File: config.mk
export PLATFORM = sky130hd
export DESIGN_NAME = jumpUnit
export DESIGN_NICKNAME = d
export VERILOG_FILES = /design/src/source/isaPkg.sv /design/src/source/ctrlPkg.sv /design/src/source/phaseSequencer.sv /design/src/source/jumpGroupDecoder.sv /design/src/source/registerFile.sv /design/src/source/programCounter.sv /design/src/source/jumpUnit.sv
export VERILOG_INCLUDE_DIRS = /design/src /design/src/source
export SDC_FILE = /design/constraint.sdc
export NUM_CORES = 1
export LEC_CHECK = 0
export BUFFER_PORTS_ARGS = -buffer_cell sky130_fd_sc_hd__buf_4
export CAP_MARGIN = 10
export CORE_MARGIN = 2
export CORE_UTILIZATION = 54
export CTS_CLUSTER_DIAMETER = 40
export CTS_CLUSTER_SIZE = 30
export DETAILED_ROUTE_END_ITERATION = 12
export GPL_TIMING_DRIVEN = 0
export PLACE_DENSITY = 0.88
export SETUP_SLACK_MARGIN = 0.2
export SYNTH_ARGS = -nofsm -noshare
export SYNTH_HDL_FRONTEND = slang
export SYNTH_SLANG_ARGS = --single-unit
File: constraint.sdc
create_clock -name CLK -period 4.3 [get_ports CLK]
set_input_delay 0.645 -clock CLK [delete_from_list [all_inputs] [get_ports CLK]]
set_output_delay 0.645 -clock CLK [all_outputs]
set_load 0.01 [all_outputs]
File: src/source/forthJump_defs.svh
`ifndef FORTHJUMP_DEFS_SVH
`define FORTHJUMP_DEFS_SVH

// width of a data word and of an address.
`define FJ_DATA_WIDTH 16

// size of the register file.
`define FJ_REG_COUNT 8

// index of the register that receives the return address.
`define FJ_LINK_REG 7

// pc value after reset.
`define FJ_RESET_VECTOR 0

// group field value for the jump group.
`define FJ_GROUP_JUMP 2

`endif

File: src/source/isaPkg.sv
package isaPkg;

	// jump modes, in the encoding of the JPF field.
	typedef enum logic [1:0] {
		JP_ABS_REG  = 2'b00,
		JP_IND_REG  = 2'b01,
		JP_ABS_HERE = 2'b10,
		JP_REL_HERE = 2'b11
	} jumpMode_t;

	// condition flag select, in the encoding of the CCF field.
	typedef enum logic [1:0] {
		CC_ZERO   = 2'b00,
		CC_CARRY  = 2'b01,
		CC_SIGN   = 2'b10,
		CC_PARITY = 2'b11
	} ccSel_t;

	// the instruction word, msb first.
	typedef struct packed {
		logic [1:0] groupF;
		logic [1:0] skipF;
		ccSel_t     ccF;
		jumpMode_t  jpF;
		logic       jlF;
		logic [3:0] unusedF;
		logic [2:0] argB;
	} instrFields_t;

	typedef struct packed {
		logic zero;
		logic carry;
		logic sign;
		logic parity;
	} ccFlags_t;

endpackage

File: src/source/ctrlPkg.sv
package ctrlPkg;

	// one instruction takes one pass through these phases.
	typedef enum logic [1:0] {
		PH_FETCH   = 2'd0,
		PH_DECODE  = 2'd1,
		PH_EXECUTE = 2'd2,
		PH_COMMIT  = 2'd3
	} phase_t;

	typedef enum logic [1:0] {
		BASE_ZERO = 2'd0,
		BASE_PC   = 2'd1,
		BASE_REGB = 2'd2
	} pcBaseSel_t;

	typedef enum logic [1:0] {
		OFF_ZERO = 2'd0,
		OFF_TWO  = 2'd1,
		OFF_FOUR = 2'd2,
		OFF_DIN  = 2'd3
	} pcOffsetSel_t;

	// ADDR_HERE points at the inline word that follows the opcode.
	typedef enum logic {
		ADDR_PC   = 1'b0,
		ADDR_HERE = 1'b1
	} addrSel_t;

	typedef struct packed {
		pcBaseSel_t   pcBase;
		pcOffsetSel_t pcOffset;
		addrSel_t     addrSel;
		logic         addrFromRegB;
		logic         linkWrite;
		logic         busRead;
	} jumpCtrl_t;

endpackage

File: src/source/phaseSequencer.sv
`timescale 1ns/10ps

module phaseSequencer (
	input  logic            CLK,
	input  logic            RESET,
	output ctrlPkg::phase_t phase
);
	import ctrlPkg::*;

	logic [1:0] phaseCount;

	// the counter wraps from COMMIT back to FETCH on its own.
	always_ff @(posedge CLK or posedge RESET) begin
		if (RESET) begin
			phaseCount <= 2'(PH_FETCH);
		end else begin
			phaseCount <= phaseCount + 2'd1;
		end
	end

	assign phase = phase_t'(phaseCount);

endmodule

File: src/source/jumpGroupDecoder.sv
`timescale 1ns/10ps
`include "forthJump_defs.svh"

module jumpGroupDecoder (
	input  logic                 CLK,
	input  logic                 RESET,
	input  isaPkg::instrFields_t instr,
	input  isaPkg::ccFlags_t     flags,
	input  ctrlPkg::phase_t      phase,
	output ctrlPkg::jumpCtrl_t   ctrl,
	output logic [2:0]           regBAddr
);
	import isaPkg::*;
	import ctrlPkg::*;

	instrFields_t instrReg;
	logic         isJump;
	logic         ccBit;
	logic         takenNow;
	logic         needsRead;
	logic         hasInline;
	logic         takenReg;
	logic         busReadReg;

	always_ff @(posedge CLK) begin
		if (phase == PH_FETCH) begin
			instrReg <= instr;
		end
	end

	assign isJump    = (instrReg.groupF == 2'(`FJ_GROUP_JUMP));
	assign needsRead = (instrReg.jpF != JP_ABS_REG);
	assign hasInline = (instrReg.jpF == JP_ABS_HERE) || (instrReg.jpF == JP_REL_HERE);
	assign regBAddr  = instrReg.argB;

	always_comb begin
		case (instrReg.ccF)
			CC_ZERO:  ccBit = flags.zero;
			CC_CARRY: ccBit = flags.carry;
			CC_SIGN:  ccBit = flags.sign;
			default:  ccBit = flags.parity;
		endcase
	end

	// skip bit 1 clear means always; otherwise bit 0 inverts the flag.
	assign takenNow = ~instrReg.skipF[1] | (ccBit ^ instrReg.skipF[0]);

	// flags are only valid in DECODE, so the decision is kept until the next one.
	always_ff @(posedge CLK or posedge RESET) begin
		if (RESET) begin
			takenReg   <= 1'b0;
			busReadReg <= 1'b0;
		end else begin
			if (phase == PH_DECODE) begin
				takenReg <= isJump & takenNow;
			end
			busReadReg <= (phase == PH_DECODE) & isJump & takenNow & needsRead;
		end
	end

	always_comb begin
		ctrl.pcBase       = BASE_PC;
		ctrl.pcOffset     = OFF_TWO;
		ctrl.addrSel      = ADDR_PC;
		ctrl.addrFromRegB = 1'b0;
		ctrl.linkWrite    = (phase == PH_COMMIT) & takenReg & instrReg.jlF;
		ctrl.busRead      = busReadReg;

		if (isJump) begin
			ctrl.addrSel      = hasInline ? ADDR_HERE : ADDR_PC;
			ctrl.addrFromRegB = (instrReg.jpF == JP_IND_REG);

			if (takenReg) begin
				case (instrReg.jpF)
					JP_ABS_REG: begin
						ctrl.pcBase   = BASE_REGB;
						ctrl.pcOffset = OFF_ZERO;
					end
					JP_IND_REG, JP_ABS_HERE: begin
						ctrl.pcBase   = BASE_ZERO;
						ctrl.pcOffset = OFF_DIN;
					end
					default: begin
						ctrl.pcBase   = BASE_PC;
						ctrl.pcOffset = OFF_DIN;
					end
				endcase
			end else begin
				// a skipped jump still steps over its inline word.
				ctrl.pcOffset = hasInline ? OFF_FOUR : OFF_TWO;
			end
		end
	end

endmodule

File: src/source/registerFile.sv
`timescale 1ns/10ps
`include "forthJump_defs.svh"

module registerFile (
	input  logic                              CLK,
	input  logic                              RESET,
	input  logic                              wrEn,
	input  logic [$clog2(`FJ_REG_COUNT)-1:0] wrAddr,
	input  logic [`FJ_DATA_WIDTH-1:0]         wrData,
	input  logic                              linkWrite,
	input  logic [`FJ_DATA_WIDTH-1:0]         linkData,
	input  logic [$clog2(`FJ_REG_COUNT)-1:0] rdAddr,
	output logic [`FJ_DATA_WIDTH-1:0]         rdData
);

	logic [`FJ_DATA_WIDTH-1:0] regs [`FJ_REG_COUNT];

	always_ff @(posedge CLK or posedge RESET) begin
		if (RESET) begin
			for (int i = 0; i < `FJ_REG_COUNT; i++) begin
				regs[i] <= '0;
			end
		end else begin
			if (wrEn) begin
				regs[wrAddr] <= wrData;
			end
			// the later assignment wins when both target the link register.
			if (linkWrite) begin
				regs[`FJ_LINK_REG] <= linkData;
			end
		end
	end

	assign rdData = regs[rdAddr];

endmodule

File: src/source/programCounter.sv
`timescale 1ns/10ps
`include "forthJump_defs.svh"

module programCounter (
	input  logic                      CLK,
	input  logic                      RESET,
	input  ctrlPkg::phase_t           phase,
	input  ctrlPkg::jumpCtrl_t        ctrl,
	input  logic [`FJ_DATA_WIDTH-1:0] regBData,
	input  logic [`FJ_DATA_WIDTH-1:0] din,
	output logic [`FJ_DATA_WIDTH-1:0] pc,
	output logic [`FJ_DATA_WIDTH-1:0] addr,
	output logic [`FJ_DATA_WIDTH-1:0] retAddr
);
	import ctrlPkg::*;

	logic [`FJ_DATA_WIDTH-1:0] baseVal;
	logic [`FJ_DATA_WIDTH-1:0] offsetVal;
	logic [`FJ_DATA_WIDTH-1:0] pcNext;
	logic [`FJ_DATA_WIDTH-1:0] pcPlus2;
	logic [`FJ_DATA_WIDTH-1:0] pcPlus4;

	assign pcPlus2 = pc + `FJ_DATA_WIDTH'(2);
	assign pcPlus4 = pc + `FJ_DATA_WIDTH'(4);

	always_comb begin
		case (ctrl.pcBase)
			BASE_ZERO: baseVal = '0;
			BASE_REGB: baseVal = regBData;
			default:   baseVal = pc;
		endcase
	end

	always_comb begin
		case (ctrl.pcOffset)
			OFF_ZERO: offsetVal = '0;
			OFF_TWO:  offsetVal = `FJ_DATA_WIDTH'(2);
			OFF_FOUR: offsetVal = `FJ_DATA_WIDTH'(4);
			default:  offsetVal = din;
		endcase
	end

	// relative jumps wrap around the address space.
	assign pcNext = baseVal + offsetVal;

	always_ff @(posedge CLK or posedge RESET) begin
		if (RESET) begin
			pc <= `FJ_DATA_WIDTH'(`FJ_RESET_VECTOR);
		end else if (phase == PH_COMMIT) begin
			pc <= pcNext;
		end
	end

	// the inline word sits right after the opcode.
	assign addr    = ctrl.addrFromRegB ? regBData :
		(ctrl.addrSel == ADDR_HERE) ? pcPlus2 : pc;

	assign retAddr = (ctrl.addrSel == ADDR_HERE) ? pcPlus4 : pcPlus2;

endmodule

File: src/source/jumpUnit.sv
`timescale 1ns/10ps
`include "forthJump_defs.svh"

module jumpUnit (
	input  logic                              CLK,
	input  logic                              RESET,
	input  isaPkg::instrFields_t              instr,
	input  isaPkg::ccFlags_t                  flags,
	input  logic [`FJ_DATA_WIDTH-1:0]         din,
	input  logic                              wrEn,
	input  logic [$clog2(`FJ_REG_COUNT)-1:0] wrAddr,
	input  logic [`FJ_DATA_WIDTH-1:0]         wrData,
	output ctrlPkg::phase_t                   phase,
	output logic [`FJ_DATA_WIDTH-1:0]         pc,
	output logic [`FJ_DATA_WIDTH-1:0]         addr,
	output logic                              busRead
);
	import ctrlPkg::*;

	jumpCtrl_t                 ctrl;
	logic [2:0]                regBAddr;
	logic [`FJ_DATA_WIDTH-1:0] regBData;
	logic [`FJ_DATA_WIDTH-1:0] retAddr;

	phaseSequencer u_phaseSequencer (
		.CLK   (CLK),
		.RESET (RESET),
		.phase (phase)
	);

	jumpGroupDecoder u_jumpGroupDecoder (
		.CLK      (CLK),
		.RESET    (RESET),
		.instr    (instr),
		.flags    (flags),
		.phase    (phase),
		.ctrl     (ctrl),
		.regBAddr (regBAddr)
	);

	// the return address doubles as the link data.
	registerFile u_registerFile (
		.CLK       (CLK),
		.RESET     (RESET),
		.wrEn      (wrEn),
		.wrAddr    (wrAddr),
		.wrData    (wrData),
		.linkWrite (ctrl.linkWrite),
		.linkData  (retAddr),
		.rdAddr    (regBAddr),
		.rdData    (regBData)
	);

	programCounter u_programCounter (
		.CLK      (CLK),
		.RESET    (RESET),
		.phase    (phase),
		.ctrl     (ctrl),
		.regBData (regBData),
		.din      (din),
		.pc       (pc),
		.addr     (addr),
		.retAddr  (retAddr)
	);

	assign busRead = ctrl.busRead;

endmodule

==> impl_metrics.yaml, run 1 <==
power:
  power_switching_w: 0.00155
  seq_power_share_pct: 41.8
  cell_internal_pwr_w: 0.00336
  p_sw_share_pct: 31.6
  totalPowerFinal_w: 0.00491
  ir_drop_mv: 0.361
  power.share.clock_pct: 29.9
  power.density_cell_area_nw_per_um2: 472
  power.leakage_nw: 4.61
  pwr-share-comb_pct: 28.3
worst_setup_path:
  cp_data_required_time_ns: 4.63
  cp.buffers_inverters: 4
  critical-path-max-stage-delay_ns: 0.38
  worstSetupPathType: "reg2reg"
  critical_path.cell_chain: "buf_6 > buf_2 > buf_2 > mux4_2 > mux2i_2 > o21ai_1 > ha_1 > inv_1 > fa_1 > nor2b_1 > o31a_1 > o21a_1 > o21a_1 > or3_1 > a31o_1"
  crit_path_top_delay_cell: "sky130_fd_sc_hd__mux4_2"
  worst_path_dominant_cell_family: "compound AO/OA/AOI/OAI gates"
  crit_path_start_kind: "flip-flop"
  cp-startpoint: "u_jumpGroupDecoder.regBAddr[1]"
  sort_of_element_at_the_end_of_the_critical_path: "flip-flop"
  timing.critical_path.arrival_ns: 4.23
  crit_path_max_fanout: 10
  regToRegStartpoint: "u_jumpGroupDecoder.regBAddr[1]"
clock_tree:
  cts_num_sinks: 160
  cts_root_buf: "sky130_fd_sc_hd__clkbuf_16"
  clk_pin_slew_ns: 0.07
  cts-htree-levels: 4
  tritoncts.num_buffers: 17
  clock_insertion_delay_worst_skew_ns: 0.43
  clk_path_buf_depth: 2
  cts_tree: "yes"
synthesis:
  synth_sequential_area_ratio_pct: 46.1
  netlist-cell-type-count: 54
  postSynthRegisterBits: 160
  proportion_of_register_bits_with_asynchronous_set_or_reset_after_synthesis_pct: 92.5
  post_synthesis_instance_area_um2: 8810
  synth_warnings: 0
  synth-edff-count: 12
  synthesis.instances: 724
  syn_avg_cell_area_um2: 12.2
  ys.flop_type: "sky130_fd_sc_hd__dfrtp_1"
  mappedNetlistNets: 803
place:
  detailedPlacementHpwl_mm: 15.7
  place_worst_setup_slack_ns: -0.0765
  gp_routability_congestion: 0.956
  portBuffers: 84
global_route:
  globalRouteOverflowTotal: 0
  grt_first_pass_wirelength_mm: 35.4
  grt.total_usage_pct: 26.3
  number_of_antenna_violations_at_the_first_check_in_global_routing: 0
  via_count_of_the_first_global_routing_pass: 6643
  maximum_number_of_pins_on_one_net_before_global_route_repair: 43
floorplanning:
  dieArea_um2: 17400
  i_o_pin_cnt: 93
  placement_rows: 46
  horizontal_die_dimension_um: 132
  floorplan.initialDensity_pct: 55.3
  floorplan_core_area_um2: 15900
  dieHeight_um: 132
timing:
  max_clock_freq_ghz: 0.256
  slew-limit-headroom_pct: 40.7
  number_of_failing_setup_endpoints_in_the_final_timing_report: 0
  finalWorstSetupSlack_ns: 0.394
  rsz0062_at_grt: "false"
  tightestPinTransition_ns: 0.889
  hold_viol_final: 0
  drv_slew: 0
  finalCritPeriodShare_pct: 90.8
  fin_crit_ns: 3.91
  fin_worst_skew_ns: 0.00748
cells_and_area:
  final.fill_count: 1167
  area_growth_pct: 18.1
  multiInputGateArea_um2: 4520
  layout-drive-gt1-share_pct: 24.1
  diodes: 0
  nets: 912
  seqCellArea_um2: 4060
route:
  highest_layer: "met4"
  drt_iter0_drc: 605
  postRouteWirelength_mm: 22.0
  routed-wl-met2_mm: 10.8
  avgRoutedWirePerCell_um: 20.7
  wl_met1_mm: 9.12
  drt_pass1_iterations: 5
  route.met3.wl_mm: 1.62
  drt_drc_violations_left: 0
  route.detailed.vias_per_inst: 6.17
  routed-via-count: 6555
  ant_nets: 0
min_path:
  min_path_type: "in2async"
run:
  maxCapViolCount: 0
outcome:
  result_of_the_run: "finished, final reports clean"
## power groups by stage
stage | combinational [W] | clock, W | sequential [W]
6_report | 0.00139 | 0.00147 | 0.00205
5_1_grt | 0.00150 | 0.00155 | 0.00208
4_1_cts | 0.00138 | 0.00148 | 0.00204
3_5_place_dp | 0.00136 | 0 | 0.00207
3_3_place_gp | 0.00130 | 0 | 0.00204
2_1_floorplan | 0.000925 | 0 | 0.00202
## cell usage after synthesis, types with 3 or more instances
cell type                  instances  area (um^2)
sky130_fd_sc_hd__mux4_2           33          743
sky130_fd_sc_hd__xor2_1           13          114
sky130_fd_sc_hd__nor2b_1           5         31.3
sky130_fd_sc_hd__dfrtp_1         148         3700
sky130_fd_sc_hd__clkbuf_1         28          105
sky130_fd_sc_hd__buf_2            11         55.1
sky130_fd_sc_hd__nor3_1            4         20.0
sky130_fd_sc_hd__or3_1             3         18.8
sky130_fd_sc_hd__mux2_1          108         1220
sky130_fd_sc_hd__nand2b_1          5         31.3
sky130_fd_sc_hd__a21o_1            4         30.0
sky130_fd_sc_hd__inv_1            11         41.3
sky130_fd_sc_hd__nand3_1          14         70.1
sky130_fd_sc_hd__buf_1             3         11.3
sky130_fd_sc_hd__and3_1            6         37.5
sky130_fd_sc_hd__o21ai_1          29          145
sky130_fd_sc_hd__a211oi_1          5         37.5
sky130_fd_sc_hd__ha_1             20          250
sky130_fd_sc_hd__o21a_1            7         52.6
sky130_fd_sc_hd__nand2_1          43          161
sky130_fd_sc_hd__a31oi_1           4         25.0
sky130_fd_sc_hd__a221oi_1          7         61.3
sky130_fd_sc_hd__mux2_2           23          259
sky130_fd_sc_hd__mux2i_1          31          310
sky130_fd_sc_hd__nand4_1           6         37.5
sky130_fd_sc_hd__o21ai_0           7         35.0
sky130_fd_sc_hd__edfxtp_1         12          360
sky130_fd_sc_hd__o211ai_1          5         37.5
sky130_fd_sc_hd__and2_1           15         93.8
sky130_fd_sc_hd__nand4b_1          3         26.3
sky130_fd_sc_hd__nor2_1           36          135
sky130_fd_sc_hd__a21oi_1          30          150
sky130_fd_sc_hd__xnor2_1          17          149
## kinds of logic (layout without fill, tap and decap cells)
group	count (synthesis)	count (layout)	synth area share [%]
buf+inv	58	180	2.84
mux	195	195	28.7
simple gates	150	150	8.63
fa+ha+maj	21	21	3.07
xor+xnor	30	30	2.98
flops	160	160	46.1
compound gates	110	110	7.69
## layout by cell type (no fill, tap or decap), types with 15 or more instances in the layout
cell	instances
sky130_fd_sc_hd__o21ai_1	29
sky130_fd_sc_hd__clkbuf_16	17
sky130_fd_sc_hd__mux2i_1	30
sky130_fd_sc_hd__nand2_1	43
sky130_fd_sc_hd__and2_1	15
sky130_fd_sc_hd__mux2_1	108
sky130_fd_sc_hd__mux2_2	23
sky130_fd_sc_hd__clkbuf_1	28
sky130_fd_sc_hd__mux4_2	33
sky130_fd_sc_hd__xnor2_1	17
sky130_fd_sc_hd__a21oi_1	30
sky130_fd_sc_hd__ha_1	20
sky130_fd_sc_hd__nor2_1	36
sky130_fd_sc_hd__dfrtp_1	148
sky130_fd_sc_hd__buf_4	87
## through the flow
stage	area, um^2	util [%]	hold WS (ns)	setup TNS (ns)	cells
after global routing	10400	65.3	0.323	0	1062
after floorplan	8820	-	0.452	0	724
final	10400	65.3	0.283	0	1062
after global placement	9720	61.0	0.462	0	1024
after detailed placement	9780	61.3	0.471	-0.0765	1027
after CTS	10400	65.0	0.289	0	1059
## flip-flops by register name, indices dropped and copies added (netlist names)
signal	flops
u_registerFile.regs	128
u_jumpGroupDecoder.busReadReg	1
u_jumpGroupDecoder.regBAddr	3
u_jumpGroupDecoder.takenReg	1
u_jumpGroupDecoder.instrReg	9
u_programCounter.pc	16
u_phaseSequencer.phase	2
## layout make-up
| class | count | area share [%] |
|---|---|---|
| Buffer | 45 | 2.04 |
| Clock buffer | 18 | 4.22 |
| Clock inverter | 14 | 1.26 |
| Inverter | 13 | 0.505 |
| Multi-Input combinational cell | 506 | 43.5 |
| Sequential cell | 160 | 39.1 |
| Tap cell | 216 | 2.60 |
| Timing Repair Buffer | 90 | 6.85 |
## repair_timing
| item | CTS | global route |
|---|---|---|
| setup buffers | 0 | 3 |
| pin swaps | 0 | 0 |
| hold endpoints to repair | 0 | 0 |
| gates resized for setup | 3 | 5 |
| hold buffers | 0 | 0 |
| endpoints found under the setup margin | 4 | 4 |
## layer usage
layer / vias up / GRT usage, %
met5: - / 0
met4: 0 / 9.48
met3: 42 / 5.38
met2: 329 / 42.4
met1: 3298 / 35.5
li1: 2886 / -
## path summary, 6_finish.rpt
check                           cells after the start  slack (ns)                         endpoint
worst min-delay path                                2        0.28          u_registerFile.regs[64]
worst max-delay path                               15        0.39          u_programCounter.pc[10]
min in group CLK                                    1        0.38  u_jumpGroupDecoder.instrReg[10]
worst min register to register                      1        0.48          u_registerFile.regs[88]
worst max register to register                     15        0.39          u_programCounter.pc[10]
max in group asynchronous                           4        3.12          u_programCounter.pc[12]
(Power assumes the default switching activity.)
==> inputs of run 2 (changes only) <==
--- a/config.mk
+++ b/config.mk
@@ -8,8 +8,10 @@
 export LEC_CHECK = 0
 export BUFFER_PORTS_ARGS = -buffer_cell sky130_fd_sc_hd__buf_4
 export CAP_MARGIN = 10
+export CELL_PAD_IN_SITES_DETAIL_PLACEMENT = 0
+export CELL_PAD_IN_SITES_GLOBAL_PLACEMENT = 1
 export CORE_MARGIN = 2
-export CORE_UTILIZATION = 54
+export CORE_UTILIZATION = 44
 export CTS_CLUSTER_DIAMETER = 40
 export CTS_CLUSTER_SIZE = 30
 export DETAILED_ROUTE_END_ITERATION = 12
==> run 2 against run 1 <==
  * Final area up 1.1%
  * Utilization down 12 points
  * Highest routed layer unchanged
  * Non-clock buffer count unchanged
  * Via count down 3.4%
  * Routed wire length down 0.40%
  * Fmax up 0.95%
  * Global-route usage down 5.1 points
  * Largest cell class unchanged
  * Critical path type unchanged
==> impl_metrics.yaml, run 2 (synthesized netlist as in run 1, its figures left out) <==
outcome:
  result_of_the_run: "finished, final reports clean"
timing:
  slew-limit-headroom_pct: 34.8
  max_clock_freq_ghz: 0.258
  number_of_failing_setup_endpoints_in_the_final_timing_report: 0
  hold_viol_final: 0
  finalCritPeriodShare_pct: 90.0
  fin_worst_skew_ns: 0.00709
  fin_crit_ns: 3.87
  rsz0062_at_grt: "false"
  drv_slew: 0
  tightestPinTransition_ns: 0.978
  finalWorstSetupSlack_ns: 0.431
clock_tree:
  tritoncts.num_buffers: 17
  clk_pin_slew_ns: 0.06
  cts_tree: "yes"
  clock_insertion_delay_worst_skew_ns: 0.43
  clk_path_buf_depth: 2
  cts-htree-levels: 4
  cts_num_sinks: 160
  cts_root_buf: "sky130_fd_sc_hd__clkbuf_16"
run:
  maxCapViolCount: 0
global_route:
  via_count_of_the_first_global_routing_pass: 6272
  maximum_number_of_pins_on_one_net_before_global_route_repair: 43
  grt.total_usage_pct: 21.1
  globalRouteOverflowTotal: 0
  number_of_antenna_violations_at_the_first_check_in_global_routing: 0
  grt_first_pass_wirelength_mm: 34.8
worst_setup_path:
  r2r_setup_slk_ns: 0.43
  crit_path_max_fanout: 10
  r2r_cells: 15
  path_depth: 15
  critical_path.cell_chain: "buf_6 > buf_2 > buf_2 > mux4_2 > mux2i_2 > o21ai_1 > ha_1 > inv_1 > fa_1 > nor2b_1 > o31a_1 > o21a_1 > o21a_1 > or3_1 > a31o_1"
  critical_path.reg2reg.endpoint: "u_programCounter.pc[10]"
  critical-path-max-stage-delay_ns: 0.36
  crit_end: "u_programCounter.pc[10]"
  sort_of_element_at_the_end_of_the_critical_path: "flip-flop"
  crit_path_top_delay_cell: "sky130_fd_sc_hd__buf_2"
  worstSetupPathType: "reg2reg"
  crit_path_start_kind: "flip-flop"
  cp.buffers_inverters: 4
  cp-startpoint: "u_jumpGroupDecoder.regBAddr[1]"
  worst_path_dominant_cell_family: "compound AO/OA/AOI/OAI gates"
  cp_data_required_time_ns: 4.62
  regToRegStartpoint: "u_jumpGroupDecoder.regBAddr[1]"
  timing.critical_path.arrival_ns: 4.19
cells_and_area:
  seqCellArea_um2: 4060
  nets: 912
  registers.top_by_ff_count: "u_registerFile.regs"
  diodes: 0
  max_reg_flops: 128
  final_core_util_pct: 53.7
  area_growth_pct: 19.3
  layout-drive-gt1-share_pct: 24.0
  multiInputGateArea_um2: 4530
  top_regs: "u_registerFile.regs: 128 flops, u_programCounter.pc: 16 flops, u_jumpGroupDecoder.instrReg: 9 flops"
  final.fill_count: 1704
  most_frequent_cells_in_the_layout: "148 x sky130_fd_sc_hd__dfrtp_1, 108 x sky130_fd_sc_hd__mux2_1, 88 x sky130_fd_sc_hd__buf_4"
  layout_commonest_cell: "sky130_fd_sc_hd__dfrtp_1"
place:
  detailedPlacementHpwl_mm: 15.9
  place_worst_setup_slack_ns: -0.0486
  gp_routability_congestion: 0.869
  portBuffers: 84
route:
  ant_nets: 0
  drt_iter0_drc: 491
  drt_pass1_iterations: 5
  avgRoutedWirePerCell_um: 19.7
  routed-via-count: 6330
  route.detailed.vias_per_inst: 5.70
  drt_drc_violations_left: 0
  postRouteWirelength_mm: 21.9
min_path:
  min_path_type: "in2async"
floorplanning:
  floorplan_core_area_um2: 19600
  i_o_pin_cnt: 93
  horizontal_die_dimension_um: 146
  dieArea_um2: 21200
  floorplan.initialDensity_pct: 45.0
  placement_rows: 51
  dieHeight_um: 146
power:
  totalPowerFinal_w: 0.00502
  ir_drop_mv: 0.305
  power.leakage_nw: 4.63
  power.density_cell_area_nw_per_um2: 477
-- run 2: timing repair --
action                                  CTS  global route
setup buffers                             0             3
endpoints found under the setup margin    4             4
hold buffers                              0             0
resized for setup                         3             7
-- run 2: area by class of cell --
type	count	share of cell area, %
Inverter	13	0.500
Buffer	45	2.00
Timing Repair Buffer	90	6.78
Clock inverter	8	1.21
Multi-Input combinational cell	506	43.0
Clock buffer	24	4.69
Sequential cell	160	38.6
Tap cell	265	3.15
-- run 2: layer usage --
metal / part of all wire [%] / vias to the layer above / global-route usage, % / routed length, um
met2: 47 / 179 / 33.1 / 10300
met5: 0 / - / 0 / 0
met3: 5.5 / 22 / 4.11 / 1210
met1: 47 / 3235 / 30.4 / 10200
li1: - / 2894 / - / -
met4: 1.1 / 0 / 5.29 / 243
-- run 2: how the worst min path moves through the flow --
stage,to,cells past startpoint
2_1_floorplan,u_registerFile.regs[80],1
3_3_place_gp,u_registerFile.regs[88],1
3_5_place_dp,u_registerFile.regs[63],1
4_1_cts,u_registerFile.regs[68],2
5_1_grt,u_jumpGroupDecoder.instrReg[15],1
6_report,u_registerFile.regs[68],2
-- run 2: where the power goes --
group	total [W]	internal [W]	leakage [nW]	switching (W)
Clock	0.00160	0.000982	0.296	0.000622
Sequential	0.00204	0.00184	1.89	0.000201
Combinational	0.00137	0.000696	2.45	0.000674
-- run 2: metrics by stage --
step                setup TNS [ns]  cells  area (um^2)  hold slack [ns]
floorplan                        0    724         8820            0.452
finish                           0   1111        10500            0.348
global route                     0   1111        10500            0.373
detailed placement         -0.0486   1076         9840            0.471
global placement           -0.0514   1073         9780            0.462
CTS                              0   1108        10500            0.371
